## config.mk

```make
export PLATFORM = sky130hd
export DESIGN_NAME = rvExecCore
export DESIGN_NICKNAME = d
export VERILOG_FILES = /design/src/rtl/rvExecPkg.sv /design/src/rtl/decodeIf.sv /design/src/rtl/rvDecoder.sv /design/src/rtl/aluUnit.sv /design/src/rtl/registerFile.sv /design/src/rtl/execSequencer.sv /design/src/rtl/rvExecCore.sv
export VERILOG_INCLUDE_DIRS = /design/src /design/src/include
export SDC_FILE = /design/constraint.sdc
export NUM_CORES = 2
export LEC_CHECK = 0
export CORE_AREA = 2 2 485 487
export CTS_BUF_LIST = sky130_fd_sc_hd__clkbuf_8
export DETAILED_ROUTE_END_ITERATION = 6
export DIE_AREA = 0 0 487 489
export DONT_BUFFER_PORTS = 1
export GPL_TIMING_DRIVEN = 1
export PLACE_DENSITY_LB_ADDON = 0.3
export SLEW_MARGIN = 20
export SYNTH_ARGS = -nofsm -noshare
export SYNTH_HDL_FRONTEND = slang
export SYNTH_SLANG_ARGS = --single-unit
```

## constraint.sdc

```tcl
create_clock -name clk_i -period 8 [get_ports clk_i]
set_input_delay 1.6 -clock clk_i [delete_from_list [all_inputs] [get_ports clk_i]]
set_output_delay 1.6 -clock clk_i [all_outputs]
set_load 0.05 [all_outputs]
```

## src/include/rvExec_cfg.svh

```systemverilog
`ifndef RVEXEC_CFG_SVH
`define RVEXEC_CFG_SVH

// Fixed by RV32I
`define XLEN_W    32   // Data path width
`define REG_COUNT 32   // Integer registers x0..x31
`define REG_SEL_W 5    // Register select bits

`endif

```

## src/rtl/rvExecPkg.sv

```systemverilog
package rvExecPkg;

    // --------------------------------------------------
    // Major opcodes handled by the unit
    // --------------------------------------------------
    typedef enum logic [6:0] {
        OPC_OP     = 7'b0110011,   // Register-register ALU
        OPC_OP_IMM = 7'b0010011,   // Register-immediate ALU
        OPC_LUI    = 7'b0110111    // Load upper immediate
    } opcodeE;

    // ALU functions
    typedef enum logic [3:0] {
        ALU_ADD,
        ALU_SUB,
        ALU_SLL,
        ALU_SLT,     // Signed compare
        ALU_SLTU,    // Unsigned compare
        ALU_XOR,
        ALU_SRL,
        ALU_SRA,
        ALU_OR,
        ALU_AND,
        ALU_PASSB    // Operand B straight out, used by LUI
    } aluOpE;

    // Handshake sequencer
    typedef enum logic [1:0] {
        SEQ_IDLE,
        SEQ_EXEC,
        SEQ_WRITE,
        SEQ_ACK
    } seqStateE;

endpackage

```

## src/rtl/decodeIf.sv

```systemverilog
`timescale 1ns/100ps
`include "rvExec_cfg.svh"

interface decodeIf;

    logic [`REG_SEL_W-1:0] rd;
    logic [`REG_SEL_W-1:0] rs1;
    logic [`REG_SEL_W-1:0] rs2;
    logic [`XLEN_W-1:0]    imm;      // Sign-extended, or upper for LUI
    rvExecPkg::aluOpE      aluOp;
    logic                  useImm;   // Operand B from imm
    logic                  illegal;

    // Decoder side
    modport dec (output rd, rs1, rs2, imm, aluOp, useImm, illegal);

    // Sequencer only needs destination and legality
    modport seq (input rd, illegal);

    // Operand routing and ALU control
    modport dp (input rs1, rs2, imm, useImm, aluOp);

endinterface

```

## src/rtl/rvDecoder.sv

```systemverilog
`timescale 1ns/100ps
`include "rvExec_cfg.svh"

module rvDecoder (
    input  logic [`XLEN_W-1:0] instr_i,   // Held stable by the agent
    decodeIf.dec               dec
);

    rvExecPkg::opcodeE opcode;
    logic [2:0] funct3;
    logic [6:0] funct7;

    assign opcode = rvExecPkg::opcodeE'(instr_i[6:0]);
    assign funct3 = instr_i[14:12];
    assign funct7 = instr_i[31:25];

    always_comb begin
        // Field split is the same for every format
        dec.rd      = instr_i[11:7];
        dec.rs1     = instr_i[19:15];
        dec.rs2     = instr_i[24:20];
        dec.imm     = {{20{instr_i[31]}}, instr_i[31:20]};   // I-immediate
        dec.aluOp   = rvExecPkg::ALU_ADD;
        dec.useImm  = 1'b0;
        dec.illegal = 1'b0;

        case (opcode)
            rvExecPkg::OPC_OP: begin
                case (funct3)
                    3'b000: dec.aluOp = funct7[5] ? rvExecPkg::ALU_SUB : rvExecPkg::ALU_ADD;
                    3'b001: dec.aluOp = rvExecPkg::ALU_SLL;
                    3'b010: dec.aluOp = rvExecPkg::ALU_SLT;
                    3'b011: dec.aluOp = rvExecPkg::ALU_SLTU;
                    3'b100: dec.aluOp = rvExecPkg::ALU_XOR;
                    3'b101: dec.aluOp = funct7[5] ? rvExecPkg::ALU_SRA : rvExecPkg::ALU_SRL;
                    3'b110: dec.aluOp = rvExecPkg::ALU_OR;
                    default: dec.aluOp = rvExecPkg::ALU_AND;
                endcase
                // Alternate funct7 only exists for SUB and SRA
                if (funct7 == 7'b0100000)
                    dec.illegal = !(funct3 == 3'b000 || funct3 == 3'b101);
                else if (funct7 != 7'b0000000)
                    dec.illegal = 1'b1;
            end
            rvExecPkg::OPC_OP_IMM: begin
                dec.useImm = 1'b1;
                case (funct3)
                    3'b000: dec.aluOp = rvExecPkg::ALU_ADD;
                    3'b010: dec.aluOp = rvExecPkg::ALU_SLT;
                    3'b011: dec.aluOp = rvExecPkg::ALU_SLTU;
                    3'b100: dec.aluOp = rvExecPkg::ALU_XOR;
                    3'b110: dec.aluOp = rvExecPkg::ALU_OR;
                    3'b111: dec.aluOp = rvExecPkg::ALU_AND;
                    3'b001: begin
                        dec.aluOp   = rvExecPkg::ALU_SLL;
                        dec.illegal = (funct7 != 7'b0000000);
                    end
                    default: begin   // SRLI / SRAI
                        dec.aluOp   = funct7[5] ? rvExecPkg::ALU_SRA : rvExecPkg::ALU_SRL;
                        dec.illegal = (funct7 != 7'b0000000) && (funct7 != 7'b0100000);
                    end
                endcase
            end
            rvExecPkg::OPC_LUI: begin
                dec.imm    = {instr_i[31:12], 12'b0};   // U-immediate
                dec.aluOp  = rvExecPkg::ALU_PASSB;
                dec.useImm = 1'b1;
            end
            default: dec.illegal = 1'b1;   // Loads, stores, branches ...
        endcase
    end

endmodule

```

## src/rtl/aluUnit.sv

```systemverilog
`timescale 1ns/100ps
`include "rvExec_cfg.svh"

module aluUnit (
    decodeIf.dp                dp,
    input  logic [`XLEN_W-1:0] srcA_i,        // rs1 data
    input  logic [`XLEN_W-1:0] srcB_i,        // rs2 data
    output logic [`XLEN_W-1:0] aluResult_o
);

    logic [`XLEN_W-1:0] opB;
    logic [4:0]         shamt;

    // Operand B select
    assign opB   = dp.useImm ? dp.imm : srcB_i;
    assign shamt = opB[4:0];   // Shifts only look at the low five bits

    always_comb begin
        case (dp.aluOp)
            rvExecPkg::ALU_ADD:   aluResult_o = srcA_i + opB;
            rvExecPkg::ALU_SUB:   aluResult_o = srcA_i - opB;
            rvExecPkg::ALU_SLL:   aluResult_o = srcA_i << shamt;
            rvExecPkg::ALU_SLT:
                aluResult_o = {{(`XLEN_W-1){1'b0}}, $signed(srcA_i) < $signed(opB)};
            rvExecPkg::ALU_SLTU:
                aluResult_o = {{(`XLEN_W-1){1'b0}}, srcA_i < opB};
            rvExecPkg::ALU_XOR:   aluResult_o = srcA_i ^ opB;
            rvExecPkg::ALU_SRL:   aluResult_o = srcA_i >> shamt;
            rvExecPkg::ALU_SRA:   aluResult_o = $unsigned($signed(srcA_i) >>> shamt);
            rvExecPkg::ALU_OR:    aluResult_o = srcA_i | opB;
            rvExecPkg::ALU_AND:   aluResult_o = srcA_i & opB;
            rvExecPkg::ALU_PASSB: aluResult_o = opB;
            default:              aluResult_o = '0;
        endcase
    end

endmodule

```

## src/rtl/registerFile.sv

```systemverilog
`timescale 1ns/100ps
`include "rvExec_cfg.svh"

// --------------------------------------------------
// Integer register bank, two reads and one write
// --------------------------------------------------
module registerFile (
    input  logic                  clk_i,
    input  logic                  regWeN_i,    // Write strobe, active low
    input  logic [`XLEN_W-1:0]    data_i,
    input  logic [`REG_SEL_W-1:0] regDst_i,
    input  logic [`REG_SEL_W-1:0] regSrcA_i,
    input  logic [`REG_SEL_W-1:0] regSrcB_i,
    output logic [`XLEN_W-1:0]    srcA_o,
    output logic [`XLEN_W-1:0]    srcB_o
);

    logic [`XLEN_W-1:0] bank [0:`REG_COUNT-1];

    // Falling edge write, lands mid-cycle of SEQ_WRITE
    always_ff @(negedge clk_i) begin
        if (!regWeN_i && regDst_i != '0) begin   // x0 never written
            bank[regDst_i] <= data_i;
        end
    end

    // x0 reads as zero regardless of bank contents
    assign srcA_o = (regSrcA_i == '0) ? '0 : bank[regSrcA_i];
    assign srcB_o = (regSrcB_i == '0) ? '0 : bank[regSrcB_i];

endmodule

```

## src/rtl/execSequencer.sv

```systemverilog
`timescale 1ns/100ps
`include "rvExec_cfg.svh"

module execSequencer (
    input  logic               clk_i,
    input  logic               rst_i,
    input  logic               instrReq_i,
    decodeIf.seq               seq,
    input  logic [`XLEN_W-1:0] aluResult_i,
    output logic               regWeN_o,      // Active low
    output logic [`XLEN_W-1:0] regWrData_o,
    output logic               instrAck_o,
    output logic [`XLEN_W-1:0] result_o,
    output logic               illegal_o
);

    rvExecPkg::seqStateE stateQ;
    rvExecPkg::seqStateE stateD;
    logic [`XLEN_W-1:0]  resultQ;
    logic                illegalQ;

    // --------------------------------------------------
    // Next state
    // --------------------------------------------------
    always_comb begin
        stateD = stateQ;
        case (stateQ)
            rvExecPkg::SEQ_IDLE: begin
                if (instrReq_i)
                    stateD = rvExecPkg::SEQ_EXEC;
            end
            rvExecPkg::SEQ_EXEC:  stateD = rvExecPkg::SEQ_WRITE;
            rvExecPkg::SEQ_WRITE: stateD = rvExecPkg::SEQ_ACK;
            rvExecPkg::SEQ_ACK: begin
                // Hold until the agent lets go
                if (!instrReq_i)
                    stateD = rvExecPkg::SEQ_IDLE;
            end
            default: stateD = rvExecPkg::SEQ_IDLE;
        endcase
    end

    // --------------------------------------------------
    // State and result capture
    // --------------------------------------------------
    always_ff @(posedge clk_i) begin
        if (rst_i) begin
            stateQ   <= rvExecPkg::SEQ_IDLE;
            resultQ  <= '0;
            illegalQ <= 1'b0;
        end else begin
            stateQ <= stateD;
            if (stateQ == rvExecPkg::SEQ_EXEC) begin
                resultQ  <= seq.illegal ? '0 : aluResult_i;   // Nothing reported for illegal
                illegalQ <= seq.illegal;
            end
        end
    end

    // One low cycle, register file samples it on the falling edge
    assign regWeN_o = !((stateQ == rvExecPkg::SEQ_WRITE) && !illegalQ);

    assign regWrData_o = resultQ;
    assign instrAck_o  = (stateQ == rvExecPkg::SEQ_ACK);
    assign result_o    = resultQ;
    assign illegal_o   = illegalQ;

endmodule

```

## src/rtl/rvExecCore.sv

```systemverilog
`timescale 1ns/100ps
`include "rvExec_cfg.svh"

module rvExecCore (
    input  logic               clk_i,
    input  logic               rst_i,
    input  logic               instrReq_i,
    input  logic [`XLEN_W-1:0] instr_i,
    output logic               instrAck_o,
    output logic [`XLEN_W-1:0] result_o,
    output logic               illegal_o
);

    logic [`XLEN_W-1:0] srcA;        // rs1 read data
    logic [`XLEN_W-1:0] srcB;        // rs2 read data
    logic [`XLEN_W-1:0] aluResult;
    logic [`XLEN_W-1:0] regWrData;
    logic               regWeN;

    decodeIf decBus ();

    // --------------------------------------------------
    // Decode and datapath
    // --------------------------------------------------
    rvDecoder u_decoder (
        .instr_i (instr_i),
        .dec     (decBus.dec)
    );

    registerFile u_regFile (
        .clk_i     (clk_i),
        .regWeN_i  (regWeN),
        .data_i    (regWrData),
        .regDst_i  (decBus.rd),
        .regSrcA_i (decBus.rs1),
        .regSrcB_i (decBus.rs2),
        .srcA_o    (srcA),
        .srcB_o    (srcB)
    );

    aluUnit u_alu (
        .dp          (decBus.dp),
        .srcA_i      (srcA),
        .srcB_i      (srcB),
        .aluResult_o (aluResult)
    );

    // Handshake control
    execSequencer u_seq (
        .clk_i       (clk_i),
        .rst_i       (rst_i),
        .instrReq_i  (instrReq_i),
        .seq         (decBus.seq),
        .aluResult_i (aluResult),
        .regWeN_o    (regWeN),
        .regWrData_o (regWrData),
        .instrAck_o  (instrAck_o),
        .result_o    (result_o),
        .illegal_o   (illegal_o)
    );

endmodule

```

==> flow_metrics.env <==
export IMPL_drv_slew=61
export IMPL_routed_via_count_divided_by_cell_count=5.35
export IMPL_ys_warn_count=0
export IMPL_total_leakage_power_nw=31.2
export IMPL_synthCells=3972
export IMPL_report_final_setup_viol=24
export IMPL_initialDrtViolationCount=5662
export IMPL_async_reset_ff_share_pct=0
export IMPL_cpLargestDelayFamily="compound AO/OA/AOI/OAI gates"
export IMPL_design_final_nets=5763
export IMPL_cp_num_cells=17
export IMPL_gp_congestion=0.996
export IMPL_worst_slew_pin_transition_ps=1760
export IMPL_setup_tns_ps=-10230
export IMPL_sw_power_mw=5.50
export IMPL_placeableCoreArea_mm2=0.234
export IMPL_required_ps=8860
export IMPL_global_route_wire_length_before_repair_um=355000
export IMPL_synthDominantAreaCellType="edfxtp_1"
export IMPL_worst_slack_ps=-723
export IMPL_postSynthRegisterBits=1058
export IMPL_fin_worst_skew_ps=174
export IMPL_hold_path_endpoint="u_seq.regWrData_o[23]"
export IMPL_edff_count_synth=1023
export IMPL_dieHeight_um=489
export IMPL_floorplan_die_area_mm2=0.238
export IMPL_fp_dieW_um=487
export IMPL_dp_hpwl_um=166000
export IMPL_critPathBufInv=1
export IMPL_signed_area_change_from_the_synthesized_netlist_to_the_final_layout_pct=30.6
export IMPL_core_rowCount=178
export IMPL_switching_share_pct=34.1
export IMPL_rsz_0062_raised_after_global_routing="true"
export IMPL_clkLatencyLatePin_ps=1000
export IMPL_yosys_cell_count_top_type="edfxtp_1"
export IMPL_globalRouteTotalUtil_pct=21.0
export IMPL_cpPeakStageDelay_ps=490
export IMPL_cp_cell_sequence="mux4_2 -> mux4_2 -> a22o_1 -> a22o_1 -> ha_4 -> and3b_1 -> a211oi_2 -> o41ai_4 -> a311oi_4 -> o211ai_1 -> buf_4 -> a211oi_4 -> o21ai_2 -> a21oi_4 -> xnor2_2 -> o2111ai_2 -> a2bb2oi_2"
export IMPL_drt_drc_violations_left=0
export IMPL_netlist_area_mm2=0.0579
export IMPL_timing_rr_start="u_regFile.bank[23][5]"
export IMPL_first_global_vias=48700
export IMPL_place_area_mm2=0.0664
export IMPL_setup_worst_path_end_class="register"
export IMPL_root_buffer="clkbuf_8"
export IMPL_drt_pre_antenna_iters=6
export IMPL_htree_num_levels=4
export IMPL_combinationalPowerShare_pct=18.4
export IMPL_grt_start_max_net_pins=350
export IMPL_register_area_share_after_synthesis_pct=54.3
export IMPL_cts_inserted_buffers=193
export IMPL_route_detailed_wl_per_inst_um=29.2
export IMPL_initial_utilization_pct=24.8
export IMPL_post_synth_main_area_contributors="edfxtp_1 (53%), mux4_2 (18%), mux2i_1 (4.7%)"
export IMPL_max_vdd_ir_drop_v=0.000137
export IMPL_timing_hold_worst_class="register to register"
export IMPL_synth_largest_type_area_fraction_pct=53.1
export IMPL_cts_tree="yes"
export IMPL_final_hold_worst_slack_ps=527
export IMPL_cellPowerDensity_mw_per_mm2=213
export IMPL_crit_slowest_cell="mux4_2"
export IMPL_ctsHoldBuffers=0
export IMPL_wl_um=258000
export IMPL_pin_count=69
export IMPL_globalRouteOverflowTotal=0
export IMPL_synth_cells_most_frequent="edfxtp_1 (1,023), mux4_2 (466), mux2i_1 (272)"
export IMPL_grt_antenna_before_repair=14
export IMPL_power_sequential_fraction_pct=37.8
export IMPL_slew_headroom_pct=-17.6
export IMPL_final_layout_size_suffix_gt1_share_pct=30.7
export IMPL_hold_path_startpoint="u_seq.regWrData_o[23]"
export IMPL_worstPathArrival_ps=9580
export IMPL_clock_path_buffers=3
export IMPL_timing_rr_end="u_seq.regWrData_o[28]"
export IMPL_cts_sinks=1058
export IMPL_avgSynthCellArea_um2=14.6
export IMPL_worst_path_max_fanout=6
export IMPL_r2r_slack_ps=-720
export IMPL_report_final_hold_viol_count=0
export IMPL_status="finished, violations left"
export IMPL_cap_viol_max_count=0
export IMPL_finalInstanceArea_mm2=0.0756
export IMPL_dominantRegCellSynth="edfxtp_1"
export IMPL_cts_clk_slew_worst_paths_ps=70
export IMPL_total_of_buffers_placed_on_input_and_output_ports=0
export IMPL_critical_path_class="register to register"
export IMPL_failing_checks="max-slew violations, negative setup slack"
export IMPL_detailroute_via_count=47200
export IMPL_worstSetupStartpointType="register"
export IMPL_rr_worst_depth=17
export IMPL_share_clk_of_total_power_pct=43.8
export IMPL_netlist_cell_type_count=101
export IMPL_power_total_mw=16.1
export IMPL_cellInternalPower_mw=10.6
export IMPL_route_antenna_remaining_nets=0
export IMPL_holdPathStages=2
-- metrics by stage --
| stage | util, % | cells | setup WS, ps |
|---|---|---|---|
| 3_3_place_gp | 28.4 | 7428 | -1190 |
| 5_1_grt | 32.4 | 8829 | -747 |
| 6_report | 32.4 | 8835 | -723 |
| 2_1_floorplan | - | 4002 | -384 |
| 4_1_cts | 32.1 | 8809 | -671 |
| 3_5_place_dp | 28.4 | 7428 | -1150 |
-- repair_timing --
item,CTS,global route
resized for setup,195,77
buffers inserted,23,14
endpoints found under the setup margin,27,32
pin swaps,76,57
-- power groups by stage --
stage	logic (mW)	registers [mW]	clock network (mW)
floorplan	1.44	6.18	0.756
global placement	2.57	6.18	0.756
detailed placement	2.56	6.18	0.756
CTS	2.75	6.11	7.30
global route	3.07	6.10	7.90
finish	2.96	6.11	7.07
-- per-layer routing --
layer / part of all wire, % / GRT usage (%)
met5: 0.023 / 0
met4: 3.8 / 9.87
met3: 9.5 / 6.29
met2: 46 / 32.3
met1: 41 / 27.2
-- registers in the layout, summed over array words and instances (netlist names) --
name,cells
u_seq.regWrData_o,32
u_seq.stateQ,2
u_seq.illegal_o,1
u_regFile.bank,1023
-- placed cells by master (no fill, tap or decap), types with 43 or more instances in the layout --
cell type     n
a21oi_1     128
a22oi_1     141
buf_12       44
buf_4       637
clkbuf_8    195
edfxtp_1   1023
ha_1         85
inv_1      1191
mux2i_1     268
mux4_2      466
nand2_1     259
nand3_1      76
nor2_1      158
nor3_1       43
o21ai_0      78
-- worst reg2reg max path: cells and delay by family, from the launching register on --
kind | cells | cell delay (ps)
AO/OA/AOI/OAI | 11 | 2460
XOR/XNOR | 1 | 170
AND/OR/NAND/NOR | 1 | 200
multiplexers | 2 | 980
flip-flops | 1 | 410
adder cells (fa/ha/maj) | 1 | 260
buffers and inverters | 1 | 230
-- cells by family after synthesis --
kind of cell | share of synthesized area [%]
fa+ha+maj | 2.34
buf+inv | 3.46
other cells | 0.00648
simple gates | 6.16
flops | 54.3
mux | 23.3
xor+xnor | 0.287
compound gates | 10.2
-- how the worst max path moves through the flow --
stage | from | to | slack, ps
global placement | u_regFile.bank[27][16] | u_seq.regWrData_o[28] | -1190
finish | u_regFile.bank[23][5] | u_seq.regWrData_o[28] | -720
floorplan | u_regFile.bank[19][4] | u_seq.regWrData_o[18] | -380
global route | u_regFile.bank[27][5] | u_seq.regWrData_o[18] | -750
detailed placement | u_regFile.bank[7][16] | u_seq.regWrData_o[28] | -1150
CTS | u_regFile.bank[27][5] | u_seq.regWrData_o[28] | -670
-- layout make-up --
type	instances	area, µm²
Fill cell	23500	158000
Antenna cell	7	17.5
Multi-Input combinational cell	2533	26400
Tap cell	3060	3830
Sequential cell	1058	31500
Timing Repair Buffer	705	5990
Clock inverter	1170	4810
Inverter	107	414
Clock buffer	195	2680
No activity file was read; power rests on OpenSTA's default activity.
